$ cat src/source/lidar_pkg.sv
`default_nettype none

package lidar_pkg;

  // Serial command and result lines, clocks per bit
  localparam int baud_div = 8;
  localparam int baud_cnt_w = $clog2(baud_div);

  // TDC SPI clock and reference clock, clocks per half period
  localparam int spi_half_div = 2;
  localparam int spi_cnt_w = $clog2(spi_half_div);
  localparam int ref_half_div = 2;
  localparam int ref_cnt_w = $clog2(ref_half_div);

  // Shot timing
  localparam int shot_period = 1200;
  localparam int shot_cnt_w = $clog2(shot_period);
  localparam int intb_timeout = 200;
  localparam int timeout_cnt_w = $clog2(intb_timeout);

  // Result FIFO depth is 2**fifo_width
  localparam int fifo_width = 4;
  localparam int fifo_depth = 2 ** fifo_width;

  // TDC register read of the measurement result
  localparam logic [7:0] tdc_read_result = 8'h90;

  typedef enum logic [7:0] {
    op_enable  = 8'h01,
    op_disable = 8'h02,
    op_pause   = 8'h03,
    op_resume  = 8'h04
  } cmd_opcode_e;

  typedef enum logic [2:0] {
    idle,
    shoot,
    wait_intb,
    read_cmd,
    read_data,
    push
  } tdc_state_e;

  typedef struct packed {
    logic enable;
    logic pause;
  } channel_ctrl_t;

  // Shot number in the top byte, TDC time below it
  typedef struct packed {
    logic [7:0]  shot_id;
    logic [23:0] tdc_time;
  } tdc_result_t;

  typedef struct packed {
    logic sck;
    logic mosi;
    logic cs_n;
  } spi_pins_t;

endpackage

`default_nettype wire

$ cat src/source/command_rx.sv
`timescale 1ns/1ns
`default_nettype none

module command_rx (
  input  logic                     clk,
  input  logic                     reset,
  input  logic                     serial_in,
  output lidar_pkg::channel_ctrl_t ctrl
);
  import lidar_pkg::*;

  typedef enum logic [1:0] {
    rx_idle,
    rx_start,
    rx_data,
    rx_stop
  } rx_state_e;

  rx_state_e             state;
  logic [1:0]            rx_sync;
  logic [baud_cnt_w-1:0] baud_cnt;
  logic [2:0]            bit_cnt;
  logic [7:0]            shreg;
  logic                  rx;
  logic                  bit_tick;

  assign rx = rx_sync[1];
  assign bit_tick = (baud_cnt == baud_cnt_w'(baud_div - 1));

  // Line idles high
  always_ff @(posedge clk) begin
    if (reset) begin
      rx_sync <= 2'b11;
    end else begin
      rx_sync <= {rx_sync[0], serial_in};
    end
  end

  always_ff @(posedge clk) begin
    if (reset) begin
      state <= rx_idle;
      baud_cnt <= '0;
      bit_cnt <= '0;
      ctrl <= '0;
    end else begin
      baud_cnt <= bit_tick ? '0 : baud_cnt + 1'b1;
      case (state)
        rx_idle: begin
          baud_cnt <= '0;
          if (!rx) begin
            state <= rx_start;
          end
        end
        rx_start: begin
          // Half a bit in, a real start bit is still low
          if (baud_cnt == baud_cnt_w'(baud_div / 2 - 1)) begin
            baud_cnt <= '0;
            bit_cnt <= '0;
            state <= rx ? rx_idle : rx_data;
          end
        end
        rx_data: begin
          if (bit_tick) begin
            shreg <= {rx, shreg[7:1]};
            bit_cnt <= bit_cnt + 1'b1;
            if (bit_cnt == 3'd7) begin
              state <= rx_stop;
            end
          end
        end
        rx_stop: begin
          if (bit_tick) begin
            state <= rx_idle;
            // Framing error drops the byte
            if (rx) begin
              case (cmd_opcode_e'(shreg))
                op_enable: ctrl.enable <= 1'b1;
                op_disable: begin
                  ctrl.enable <= 1'b0;
                  ctrl.pause <= 1'b0;
                end
                op_pause: ctrl.pause <= ctrl.enable;
                op_resume: ctrl.pause <= 1'b0;
                default: ctrl <= ctrl;
              endcase
            end
          end
        end
        default: state <= rx_idle;
      endcase
    end
  end

  assert property (@(posedge clk) disable iff (reset) ctrl.pause |-> ctrl.enable)
    else $error("command_rx: pause high with channel disabled");

endmodule

`default_nettype wire

$ cat src/source/lidar_top.sv
`timescale 1ns/1ns
`default_nettype none

module lidar_top (
  input  logic                 clk,
  input  logic                 reset,
  input  logic                 serial_in,
  input  logic                 tdc_intb,
  input  logic                 tdc_dout,
  output logic                 serial_out,
  output logic                 tdc_enable,
  output logic                 tdc_start_signal,
  output logic                 tdc_ref_clock,
  output lidar_pkg::spi_pins_t tdc_spi
);
  import lidar_pkg::*;

  channel_ctrl_t ctrl;
  tdc_result_t   result;
  tdc_result_t   fifo_head;
  logic          spi_start;
  logic          spi_cs_end;
  logic          spi_busy;
  logic [7:0]    spi_tx_byte;
  logic [7:0]    spi_rx_byte;
  logic          fifo_push;
  logic          fifo_pop;
  logic          fifo_empty;

  assign tdc_enable = ctrl.enable;

  command_rx command_rx (
    .clk(clk),
    .reset(reset),
    .serial_in(serial_in),
    .ctrl(ctrl)
  );

  tdc_control tdc_control (
    .clk(clk),
    .reset(reset),
    .ctrl(ctrl),
    .tdc_intb(tdc_intb),
    .spi_busy(spi_busy),
    .spi_rx_byte(spi_rx_byte),
    .start_signal(tdc_start_signal),
    .ref_clock(tdc_ref_clock),
    .spi_start(spi_start),
    .spi_cs_end(spi_cs_end),
    .spi_tx_byte(spi_tx_byte),
    .push(fifo_push),
    .result(result)
  );

  // Disabling the channel cuts any transfer in progress
  tdc_spi_master tdc_spi_master (
    .clk(clk),
    .reset(reset),
    .start(spi_start),
    .tx_byte(spi_tx_byte),
    .cs_end(spi_cs_end),
    .abort(!ctrl.enable),
    .miso(tdc_dout),
    .busy(spi_busy),
    .rx_byte(spi_rx_byte),
    .pins(tdc_spi)
  );

  result_fifo result_fifo (
    .clk(clk),
    .reset(reset),
    .push(fifo_push),
    .pop(fifo_pop),
    .din(result),
    .dout(fifo_head),
    .empty(fifo_empty),
    .full()
  );

  serial_tx serial_tx (
    .clk(clk),
    .reset(reset),
    .head(fifo_head),
    .empty(fifo_empty),
    .pop(fifo_pop),
    .serial_out(serial_out)
  );

endmodule

`default_nettype wire

$ cat src/source/result_fifo.sv
`timescale 1ns/1ns
`default_nettype none

module result_fifo (
  input  logic                   clk,
  input  logic                   reset,
  input  logic                   push,
  input  logic                   pop,
  input  lidar_pkg::tdc_result_t din,
  output lidar_pkg::tdc_result_t dout,
  output logic                   empty,
  output logic                   full
);
  import lidar_pkg::*;

  tdc_result_t           mem [fifo_depth];
  logic [fifo_width-1:0] wr_ptr;
  logic [fifo_width-1:0] rd_ptr;
  logic [fifo_width:0]   count;
  logic                  do_push;
  logic                  do_pop;

  // A result arriving at a full FIFO is dropped
  assign do_push = push && !full;
  assign do_pop = pop && !empty;
  assign empty = (count == '0);
  assign full = count[fifo_width];
  assign dout = mem[rd_ptr];

  always_ff @(posedge clk) begin
    if (do_push) begin
      mem[wr_ptr] <= din;
    end
  end

  always_ff @(posedge clk) begin
    if (reset) begin
      wr_ptr <= '0;
      rd_ptr <= '0;
      count <= '0;
    end else begin
      if (do_push) begin
        wr_ptr <= wr_ptr + 1'b1;
      end
      if (do_pop) begin
        rd_ptr <= rd_ptr + 1'b1;
      end
      case ({do_push, do_pop})
        2'b10: count <= count + 1'b1;
        2'b01: count <= count - 1'b1;
        default: count <= count;
      endcase
    end
  end

  assert property (@(posedge clk) disable iff (reset) pop |-> !empty)
    else $error("result_fifo: pop from empty FIFO");

endmodule

`default_nettype wire

$ cat src/source/serial_tx.sv
`timescale 1ns/1ns
`default_nettype none

module serial_tx (
  input  logic                   clk,
  input  logic                   reset,
  input  lidar_pkg::tdc_result_t head,
  input  logic                   empty,
  output logic                   pop,
  output logic                   serial_out
);
  import lidar_pkg::*;

  typedef enum logic {
    tx_idle,
    tx_send
  } tx_state_e;

  tx_state_e             state;
  logic [baud_cnt_w-1:0] baud_cnt;
  logic [3:0]            bit_cnt;
  logic [1:0]            byte_cnt;
  logic [9:0]            frame;
  logic [23:0]           rest;
  logic                  bit_end;

  assign pop = (state == tx_idle) && !empty;
  assign serial_out = (state == tx_send) ? frame[0] : 1'b1;
  assign bit_end = (baud_cnt == baud_cnt_w'(baud_div - 1));

  always_ff @(posedge clk) begin
    if (reset) begin
      state <= tx_idle;
      baud_cnt <= '0;
      bit_cnt <= '0;
      byte_cnt <= '0;
    end else begin
      case (state)
        tx_idle: begin
          if (!empty) begin
            baud_cnt <= '0;
            bit_cnt <= '0;
            byte_cnt <= '0;
            state <= tx_send;
          end
        end
        tx_send: begin
          baud_cnt <= baud_cnt + 1'b1;
          if (bit_end) begin
            baud_cnt <= '0;
            if (bit_cnt == 4'd9) begin
              bit_cnt <= '0;
              byte_cnt <= byte_cnt + 1'b1;
              if (byte_cnt == 2'd3) begin
                state <= tx_idle;
              end
            end else begin
              bit_cnt <= bit_cnt + 1'b1;
            end
          end
        end
        default: state <= tx_idle;
      endcase
    end
  end

  // Frame is stop, data LSB first, start; shifted out from bit 0
  always_ff @(posedge clk) begin
    if (pop) begin
      frame <= {1'b1, head.shot_id, 1'b0};
      rest <= head.tdc_time;
    end else if (state == tx_send && bit_end) begin
      if (bit_cnt == 4'd9) begin
        // Next byte starts right after the stop bit
        frame <= {1'b1, rest[23:16], 1'b0};
        rest <= {rest[15:0], 8'h00};
      end else begin
        frame <= {1'b1, frame[9:1]};
      end
    end
  end

endmodule

`default_nettype wire

$ cat src/source/tdc_control.sv
`timescale 1ns/1ns
`default_nettype none

module tdc_control (
  input  logic                     clk,
  input  logic                     reset,
  input  lidar_pkg::channel_ctrl_t ctrl,
  input  logic                     tdc_intb,
  input  logic                     spi_busy,
  input  logic [7:0]               spi_rx_byte,
  output logic                     start_signal,
  output logic                     ref_clock,
  output logic                     spi_start,
  output logic                     spi_cs_end,
  output logic [7:0]               spi_tx_byte,
  output logic                     push,
  output lidar_pkg::tdc_result_t   result
);
  import lidar_pkg::*;

  tdc_state_e               state;
  logic [shot_cnt_w-1:0]    shot_cnt;
  logic [timeout_cnt_w-1:0] wait_cnt;
  logic [ref_cnt_w-1:0]     ref_cnt;
  logic [1:0]               intb_sync;
  logic                     busy_q;
  logic                     byte_done;
  logic                     shot_due;
  logic [1:0]               byte_cnt;
  logic [7:0]               shot_id;
  logic [23:0]              time_acc;

  // The master drops busy in the cycle its received byte becomes valid
  assign byte_done = busy_q && !spi_busy;
  assign shot_due = (shot_cnt == shot_cnt_w'(shot_period - 1));
  assign start_signal = (state == shoot);
  assign push = (state == lidar_pkg::push);
  assign result = {shot_id, time_acc};

  // Reference clock runs only while the channel is on
  always_ff @(posedge clk) begin
    if (reset || !ctrl.enable) begin
      ref_cnt <= '0;
      ref_clock <= 1'b0;
    end else if (ref_cnt == ref_cnt_w'(ref_half_div - 1)) begin
      ref_cnt <= '0;
      ref_clock <= !ref_clock;
    end else begin
      ref_cnt <= ref_cnt + 1'b1;
    end
  end

  always_ff @(posedge clk) begin
    if (reset) begin
      intb_sync <= 2'b11;
      busy_q <= 1'b0;
    end else begin
      intb_sync <= {intb_sync[0], tdc_intb};
      busy_q <= spi_busy;
    end
  end

  always_ff @(posedge clk) begin
    if (reset || !ctrl.enable) begin
      state <= idle;
      shot_cnt <= '0;
      wait_cnt <= '0;
      byte_cnt <= '0;
      shot_id <= '0;
      spi_start <= 1'b0;
      spi_cs_end <= 1'b0;
    end else begin
      spi_start <= 1'b0;
      shot_cnt <= shot_due ? '0 : shot_cnt + 1'b1;
      case (state)
        idle: begin
          // Paused channel lets the timer run but fires nothing
          if (shot_due && !ctrl.pause) begin
            state <= shoot;
          end
        end
        shoot: begin
          wait_cnt <= '0;
          state <= wait_intb;
        end
        wait_intb: begin
          if (!intb_sync[1]) begin
            spi_start <= 1'b1;
            spi_tx_byte <= tdc_read_result;
            spi_cs_end <= 1'b0;
            state <= read_cmd;
          end else if (wait_cnt == timeout_cnt_w'(intb_timeout - 1)) begin
            // Lost shot still takes a number
            shot_id <= shot_id + 1'b1;
            state <= idle;
          end else begin
            wait_cnt <= wait_cnt + 1'b1;
          end
        end
        read_cmd: begin
          if (byte_done) begin
            spi_start <= 1'b1;
            spi_tx_byte <= 8'h00;
            byte_cnt <= '0;
            state <= read_data;
          end
        end
        read_data: begin
          if (byte_done) begin
            time_acc <= {time_acc[15:0], spi_rx_byte};
            byte_cnt <= byte_cnt + 1'b1;
            if (byte_cnt == 2'd2) begin
              state <= lidar_pkg::push;
            end else begin
              spi_start <= 1'b1;
              spi_tx_byte <= 8'h00;
              // Third data byte closes the frame
              spi_cs_end <= (byte_cnt == 2'd1);
            end
          end
        end
        lidar_pkg::push: begin
          shot_id <= shot_id + 1'b1;
          state <= idle;
        end
        default: state <= idle;
      endcase
    end
  end

  assert property (@(posedge clk) disable iff (reset) start_signal |=> !start_signal)
    else $error("tdc_control: start pulse longer than one cycle");

  assert property (@(posedge clk) disable iff (reset) spi_start |-> !spi_busy)
    else $error("tdc_control: SPI start while master busy");

endmodule

`default_nettype wire

$ cat src/source/tdc_spi_master.sv
`timescale 1ns/1ns
`default_nettype none

module tdc_spi_master (
  input  logic                 clk,
  input  logic                 reset,
  input  logic                 start,
  input  logic [7:0]           tx_byte,
  input  logic                 cs_end,
  input  logic                 abort,
  input  logic                 miso,
  output logic                 busy,
  output logic [7:0]           rx_byte,
  output lidar_pkg::spi_pins_t pins
);
  import lidar_pkg::*;

  typedef enum logic [1:0] {
    m_idle,
    m_low,
    m_high,
    m_release
  } spi_state_e;

  spi_state_e           state;
  logic [spi_cnt_w-1:0] half_cnt;
  logic [2:0]           bit_cnt;
  logic [6:0]           tx_sh;
  logic                 last_byte;
  logic                 half_done;

  assign half_done = (half_cnt == spi_cnt_w'(spi_half_div - 1));

  always_ff @(posedge clk) begin
    if (reset || abort) begin
      state <= m_idle;
      half_cnt <= '0;
      bit_cnt <= '0;
      busy <= 1'b0;
      pins <= '{sck: 1'b0, mosi: 1'b0, cs_n: 1'b1};
    end else begin
      half_cnt <= half_done ? '0 : half_cnt + 1'b1;
      case (state)
        m_idle: begin
          half_cnt <= '0;
          if (start) begin
            // MSB goes out with the chip select, ahead of the first rise
            tx_sh <= tx_byte[6:0];
            last_byte <= cs_end;
            bit_cnt <= '0;
            busy <= 1'b1;
            pins.cs_n <= 1'b0;
            pins.mosi <= tx_byte[7];
            state <= m_low;
          end
        end
        m_low: begin
          if (half_done) begin
            pins.sck <= 1'b1;
            rx_byte <= {rx_byte[6:0], miso};
            state <= m_high;
          end
        end
        m_high: begin
          if (half_done) begin
            pins.sck <= 1'b0;
            if (bit_cnt == 3'd7) begin
              busy <= 1'b0;
              state <= last_byte ? m_release : m_idle;
            end else begin
              bit_cnt <= bit_cnt + 1'b1;
              pins.mosi <= tx_sh[6];
              tx_sh <= {tx_sh[5:0], 1'b0};
              state <= m_low;
            end
          end
        end
        m_release: begin
          // Chip select rises one half period after the last fall
          if (half_done) begin
            pins.cs_n <= 1'b1;
            pins.mosi <= 1'b0;
            state <= m_idle;
          end
        end
        default: state <= m_idle;
      endcase
    end
  end

  assert property (@(posedge clk) disable iff (reset) pins.cs_n |-> !pins.sck)
    else $error("tdc_spi_master: sck active with cs_n high");

endmodule

`default_nettype wire

$ cat config.mk
export PLATFORM = sky130hd
export DESIGN_NAME = lidar_top
export DESIGN_NICKNAME = d
export VERILOG_FILES = /design/src/source/lidar_pkg.sv /design/src/source/command_rx.sv /design/src/source/lidar_top.sv /design/src/source/result_fifo.sv /design/src/source/serial_tx.sv /design/src/source/tdc_control.sv /design/src/source/tdc_spi_master.sv
export SDC_FILE = /design/constraint.sdc
export NUM_CORES = 1
export LEC_CHECK = 0
export ABC_AREA = 1
export BUFFER_PORTS_ARGS = -buffer_cell sky130_fd_sc_hd__buf_4
export CAP_MARGIN = 20
export CORE_MARGIN = 8
export CORE_UTILIZATION = 51
export DETAILED_ROUTE_END_ITERATION = 16
export PLACE_DENSITY = 0.66
export SETUP_SLACK_MARGIN = 0.2
export SYNTH_ARGS = -nofsm -noshare
export SYNTH_HDL_FRONTEND = slang
export SYNTH_SLANG_ARGS = --single-unit
$ cat constraint.sdc
create_clock -name clk -period 4.9 [get_ports clk]
set_input_delay 0.735 -clock clk [delete_from_list [all_inputs] [get_ports clk]]
set_output_delay 0.735 -clock clk [all_outputs]
set_load 0.03 [all_outputs]
# Yosys cells after proc, flatten, opt, wreduce, memory -nomap -nowiden
# Memory sizes are Yosys's and may differ from the RTL's. A register that Yosys moved wholly into a read port is not among the register bits.
# Index checks and enable logic that the tools add are counted.
# word_totals
mem_bits_rw,512
wordCells,272
out_inout_bits,7
memories,1
reg_bits,174
input_bits,5
# mem_list
name,depth,width,rd,rd_ports_with_merged_regs,write_ports,line_no,rtl
result_fifo.mem,16,32,1,1,1,result_fifo.sv:16,tdc_result_t mem [fifo_depth];
# classes
n_reduce_logical,60
eq_ne,52
bitwise_logic,3
n_mux,100
addsub,16
# op_table
op,count
24-bit two-way mux,3
8-bit two-way mux,8
3-bit two-way mux,15
2-bit two-way mux,20
3-bit AND reduction,11
8-bit one-hot mux with 2 select lines,2
"2-bit by 1-bit != test with 1-bit output, second input constant",14
9-bit two-way mux,3
2-bit nonzero test,13
3-bit one-hot mux with 2 select lines,4
8-bit one-hot mux with 3 select lines,1
4-bit AND reduction,6
7-bit two-way mux,3
4-bit two-way mux,5
5-bit AND reduction,4
1-bit two-way mux,19
"3-bit equality test, second input constant",6
"2-bit != test, second input constant",9
"8-bit by 1-bit adder with 8-bit output, second input constant",2
"8-bit by 2-bit equality test with 1-bit output, second input constant",2
2-bit one-hot mux with 4 select lines,2
3-bit one-hot mux with 5 select lines,1
"2-bit equality test, second input constant",7
1-bit one-hot mux with 2 select lines,7
33 further kinds,64

# Depth between registers and ports, before layout
# depth
ltp_word,6
mapped_depth,18
mapped_depth_nobuf,15

# By module
# A second synthesis with hierarchy kept.
# unflattened
hier_cells,2247
area_unflattened_um2,28389.7
# by_module_without_submodules
module,seq_area_each_um2,cells_each,area_each_um2,n_inst
result_fifo,15715.1,1482,21541.9,1
tdc_control,1531.5,307,2715.1,1
serial_tx,1181.1,221,1984.4,1
tdc_spi_master,680.7,127,1213.7,1
command_rx,480.5,109,930.9,1
lidar_top,0.0,1,3.8,1

# Worst setup path before layout
# OpenSTA, ideal clock, no wires.
# synth_timing
path_kind,register to register
startpoint,register tdc_control.state[0]
endpoint,"memory result_fifo.mem[11][0] in the netlist's numbering, enable pin"
setup_time_ps,421
stages_incl_launch_ff,7
slack_ps,2131
period_less_slack_ps,2769
path_buffers,0
arrival_time_ps,2348
required_time_ps,4479
cell_sequence,dfxtp_1 > inv_2 > nor2_1 > nand3_2 > inv_1 > nand2_1 > nor2_1
# synth_via
elab_chain_len,4
# synth_lines
element,line_no,rtl
"start, declared",tdc_control.sv:21,tdc_state_e state;
"start signal, assigned",tdc_control.sv:65,state <= idle;
"start signal, assigned",tdc_control.sv:79,state <= shoot;
"start signal, assigned",tdc_control.sv:84,state <= wait_intb;
3-bit equality test,tdc_control.sv:37,assign push = (state == lidar_pkg::push);
1-bit logical AND,result_fifo.sv:24,assign do_push = push && !full;
1-bit two-way mux,result_fifo.sv:31,if (do_push) begin
1-bit two-way mux (not written as such),result_fifo.sv:32,mem[wr_ptr] <= din;
"end, declared",result_fifo.sv:16,
# Every way passes these cells.

==> qor.tcl <==
set qor(initial_utilization) 0.5139
set qor(cts_tree) {done}
set qor(fillers) 4131
set qor(wl_per_cell_um) 22.25
set qor(pin_count) 12
set qor(final-seq-area_um2) 19480
set qor(syn_to_final_growth_pct) 11.41
set qor(grt_max_degree) 144
set qor(tightestPinTransition_ps) 1137
set qor(synth_cell_types) 46
set qor(pwr_density_cell_nw_per_um2) 501.5
set qor(synthDominantAreaCellType) {edfxtp_1}
set qor(grt_overflow) 0
set qor(crit_type) {flop to flop}
set qor(grt_setup_unrepaired) {false}
set qor(via_per_inst) 5.943
set qor(p_leak_nw) 9.929
set qor(cp-start-kind) {flop}
set qor(synth.yosys.warnings) 0
set qor(1st_iter_drt_viols) 1928
set qor(final_antenna_net_count) 0
set qor(syn-mean-instance-area_um2) 12.44
set qor(gp_congestion) 0.7964
set qor(maxCapViolCount) 0
set qor(cp_top_family) {compound AO/OA/AOI/OAI gates}
set qor(post_route_cells_drive_above_1_share) 0.08401
set qor(critical_path_peak_fanout) 69
set qor(io_buffer_count) 11
set qor(finalMaxSlewViolations) 0
set qor(final.min_clock_period_ps) 3034
set qor(outcome) {finished clean}
set qor(grt_first_pass_wirelength_um) 98520
set qor(cts_num_sinks) 678
set qor(report.final.hold_viol_count) 0
set qor(maxClockFrequency_mhz) 329.5
set qor(multiInputGateArea_um2) 6559
set qor(synth_most_common_cell) {edfxtp_1}
set qor(yosys-top-cells-count) {edfxtp_1 (589), nor2_1 (372), o21ai_0 (293)}
set qor(min-delay-path-class) {input pin to flop}
set qor(postCtsHoldBufs) 0
set qor(timing.critical_path.required_ps) 5360
set qor(die_area_um2) 60350
set qor(dr.pass1.iters) 6
set qor(cts_made_buffers) 70
set qor(initial_antenna_violation_count) 1
set qor(ys_seq_area_frac) 0.7238
set qor(irDropWorstVdd_mv) 0.3727
set qor(clock_path_buffers) 3
set qor(worst-path-buf-inv) 1
set qor(die_h_um) 245.7
set qor(wirelength_um) 64570
set qor(asyncSetResetFlopFracSynth) 0
set qor(end_kind) {flop}
set qor(dieWidth_um) 245.7
set qor(first_global_vias) 16810
set qor(synth_flop_cell) {edfxtp_1}
set qor(syn-num-nets) 2196
set qor(final_min_period_over_clock_period) 0.6193
set qor(routed-via-count) 17250
set qor(syn_inst) 2162
set qor(antenna_cells) 0
set qor(layout.nets) 2192
set qor(headroom_to_the_max_slew_limit) 0.2405
set qor(yosys.area.top_type_share) 0.6575
set qor(cts.repair_timing.setup_buffer_count) 0
set qor(synth_enable_flop_cells) 589
set qor(hpwlAfterDp_um) 35440
set qor(critical_path.slowest_cell) {dfxtp_4}
set qor(floorplan.rows) 84
set qor(critical-path-top-cell-by-count) {nand2_1}
set qor(clkSlewWorstSetupHoldPaths_ps) 60
set qor(max_stage_delay_ps) 860
set qor(setup_viol_count_final) 0
set qor(ctsResizeCount) 0
set qor(synth_area_leaders) {edfxtp_1 (66%), dfxtp_1 (6.6%), o21ai_0 (5.5%), nor2_1 (5.2%), nand2_1 (2.8%)}
set qor(ctsHtreeMaxLevel) 3
set qor(mappedNetlistArea_um2) 26900
set qor(tns_ps) 0
set qor(worstSkewPairLatency_ps) 620
set qor(timing.clock.skew_ps) 35.58
set qor(power_w) 0.01503
set qor(ys_seq_elements) 678
set qor(core_area_um2) 52340
set qor(grt.total_usage) 0.2110
set qor(detail_route.drc_violations) 0
set qor(worstPathArrival_ps) 3490
set qor(worstPathCellList) {buf_4 > o21ai_0 > o21ai_1 > nor2_1 > o22ai_1 > nand2_1 > nand2_1}
set qor(cts_root_buffer) {clkbuf_16}
-- area by class of cell --
cell class,instances,area share
clock buffer,91,0.06393
clock inverter,37,0.01073
inverter,96,0.01219
multi-input combinational,1266,0.2189
sequential,678,0.6500
tap,688,0.02873
timing repair buffer,46,0.01553
-- worst reg2reg max path, cell delays in order, from the launching register on --
cell and delay [ps]:
dfxtp_4 860, buf_4 800, o21ai_0 290, o21ai_1 270, nor2_1 70, o22ai_1 380, nand2_1 120, nand2_1 90
-- layer usage --
layer	part of all wire	global-route usage
met1	0.41	0.2801
met2	0.47	0.3404
met3	0.083	0.03866
met4	0.033	0.08902
met5	0.00015	0
-- power by group --
group	switching (W)	internal, W
clock	0.00217	0.00303
combinational	0.00217	0.000892
sequential	0.000281	0.00648
-- layout by cell type, fill, tap and decap left out, drive strengths merged, types with 5 or more instances in the layout --
cell,synthesis,layout
nor3,19,19
clkinv,0,29
or2,5,5
nand3,78,78
clkbuf,63,92
o21ai,309,309
bufinv,0,5
o221ai,83,83
xor2,5,5
edfxtp,589,589
o22ai,31,31
a21oi,59,59
buf,59,45
dfxtp,89,89
nor2,378,378
nand2,199,199
nand4,12,12
inv,96,98
ha,29,29
o211ai,27,27
-- path summary, 6_finish.rpt --
| path | from | end | slack, ps | cells past startpoint |
|---|---|---|---|---|
| setup / recovery | flop | serial_tx.frame[8] | 1870 | 7 |
| hold / removal | tdc_dout | tdc_spi_master.rx_byte[0] | 310 | 1 |
| setup reg to reg | flop | serial_tx.frame[8] | 1870 | 7 |
| hold reg to reg | command_rx.rx_sync[0] | command_rx.rx_sync[1] | 410 | 1 |
-- flip-flops by register name, summed over array words and instances, names as in the netlist, 4 cells and up, named ones only --
name,count
tdc_control.shot_cnt,11
serial_tx.rest,24
result_fifo.wr_ptr,4
tdc_control.wait_cnt,8
tdc_spi_master.rx_byte,8
result_fifo.count,5
command_rx.shreg,8
serial_tx.bit_cnt,4
result_fifo.mem,512
tdc_control.shot_id,8
result_fifo.rd_ptr,4
serial_tx.frame,9
tdc_control.time_acc,24
-- logic make-up (layout without fill, tap and decap cells) --
logic type,after synthesis,in the layout,share of synthesized area
and+or+nand+nor,700,700,0.1063
DFF,678,678,0.7238
AOI/OAI and AO/OA,528,528,0.1167
buffers and inverters,218,270,0.03684
adders and majority gates,29,29,0.01349
xor gates and xnor gates,9,9,0.002930
-- through the flow --
step | setup WS (ps) | cells | cell area [um2] | hold slack, ps | util
2_1_floorplan | 2131 | 2162 | 26900 | 389.5 | -
3_3_place_gp | 1601 | 2767 | 27590 | 391.5 | 0.5272
3_5_place_dp | 1932 | 2773 | 27720 | 400.3 | 0.5296
4_1_cts | 1910 | 2901 | 29960 | 277.5 | 0.5724
5_1_grt | 1739 | 2902 | 29970 | 289.9 | 0.5725
6_report | 1866 | 2902 | 29970 | 306.9 | 0.5725
No activity file was read; power rests on OpenSTA's default activity.
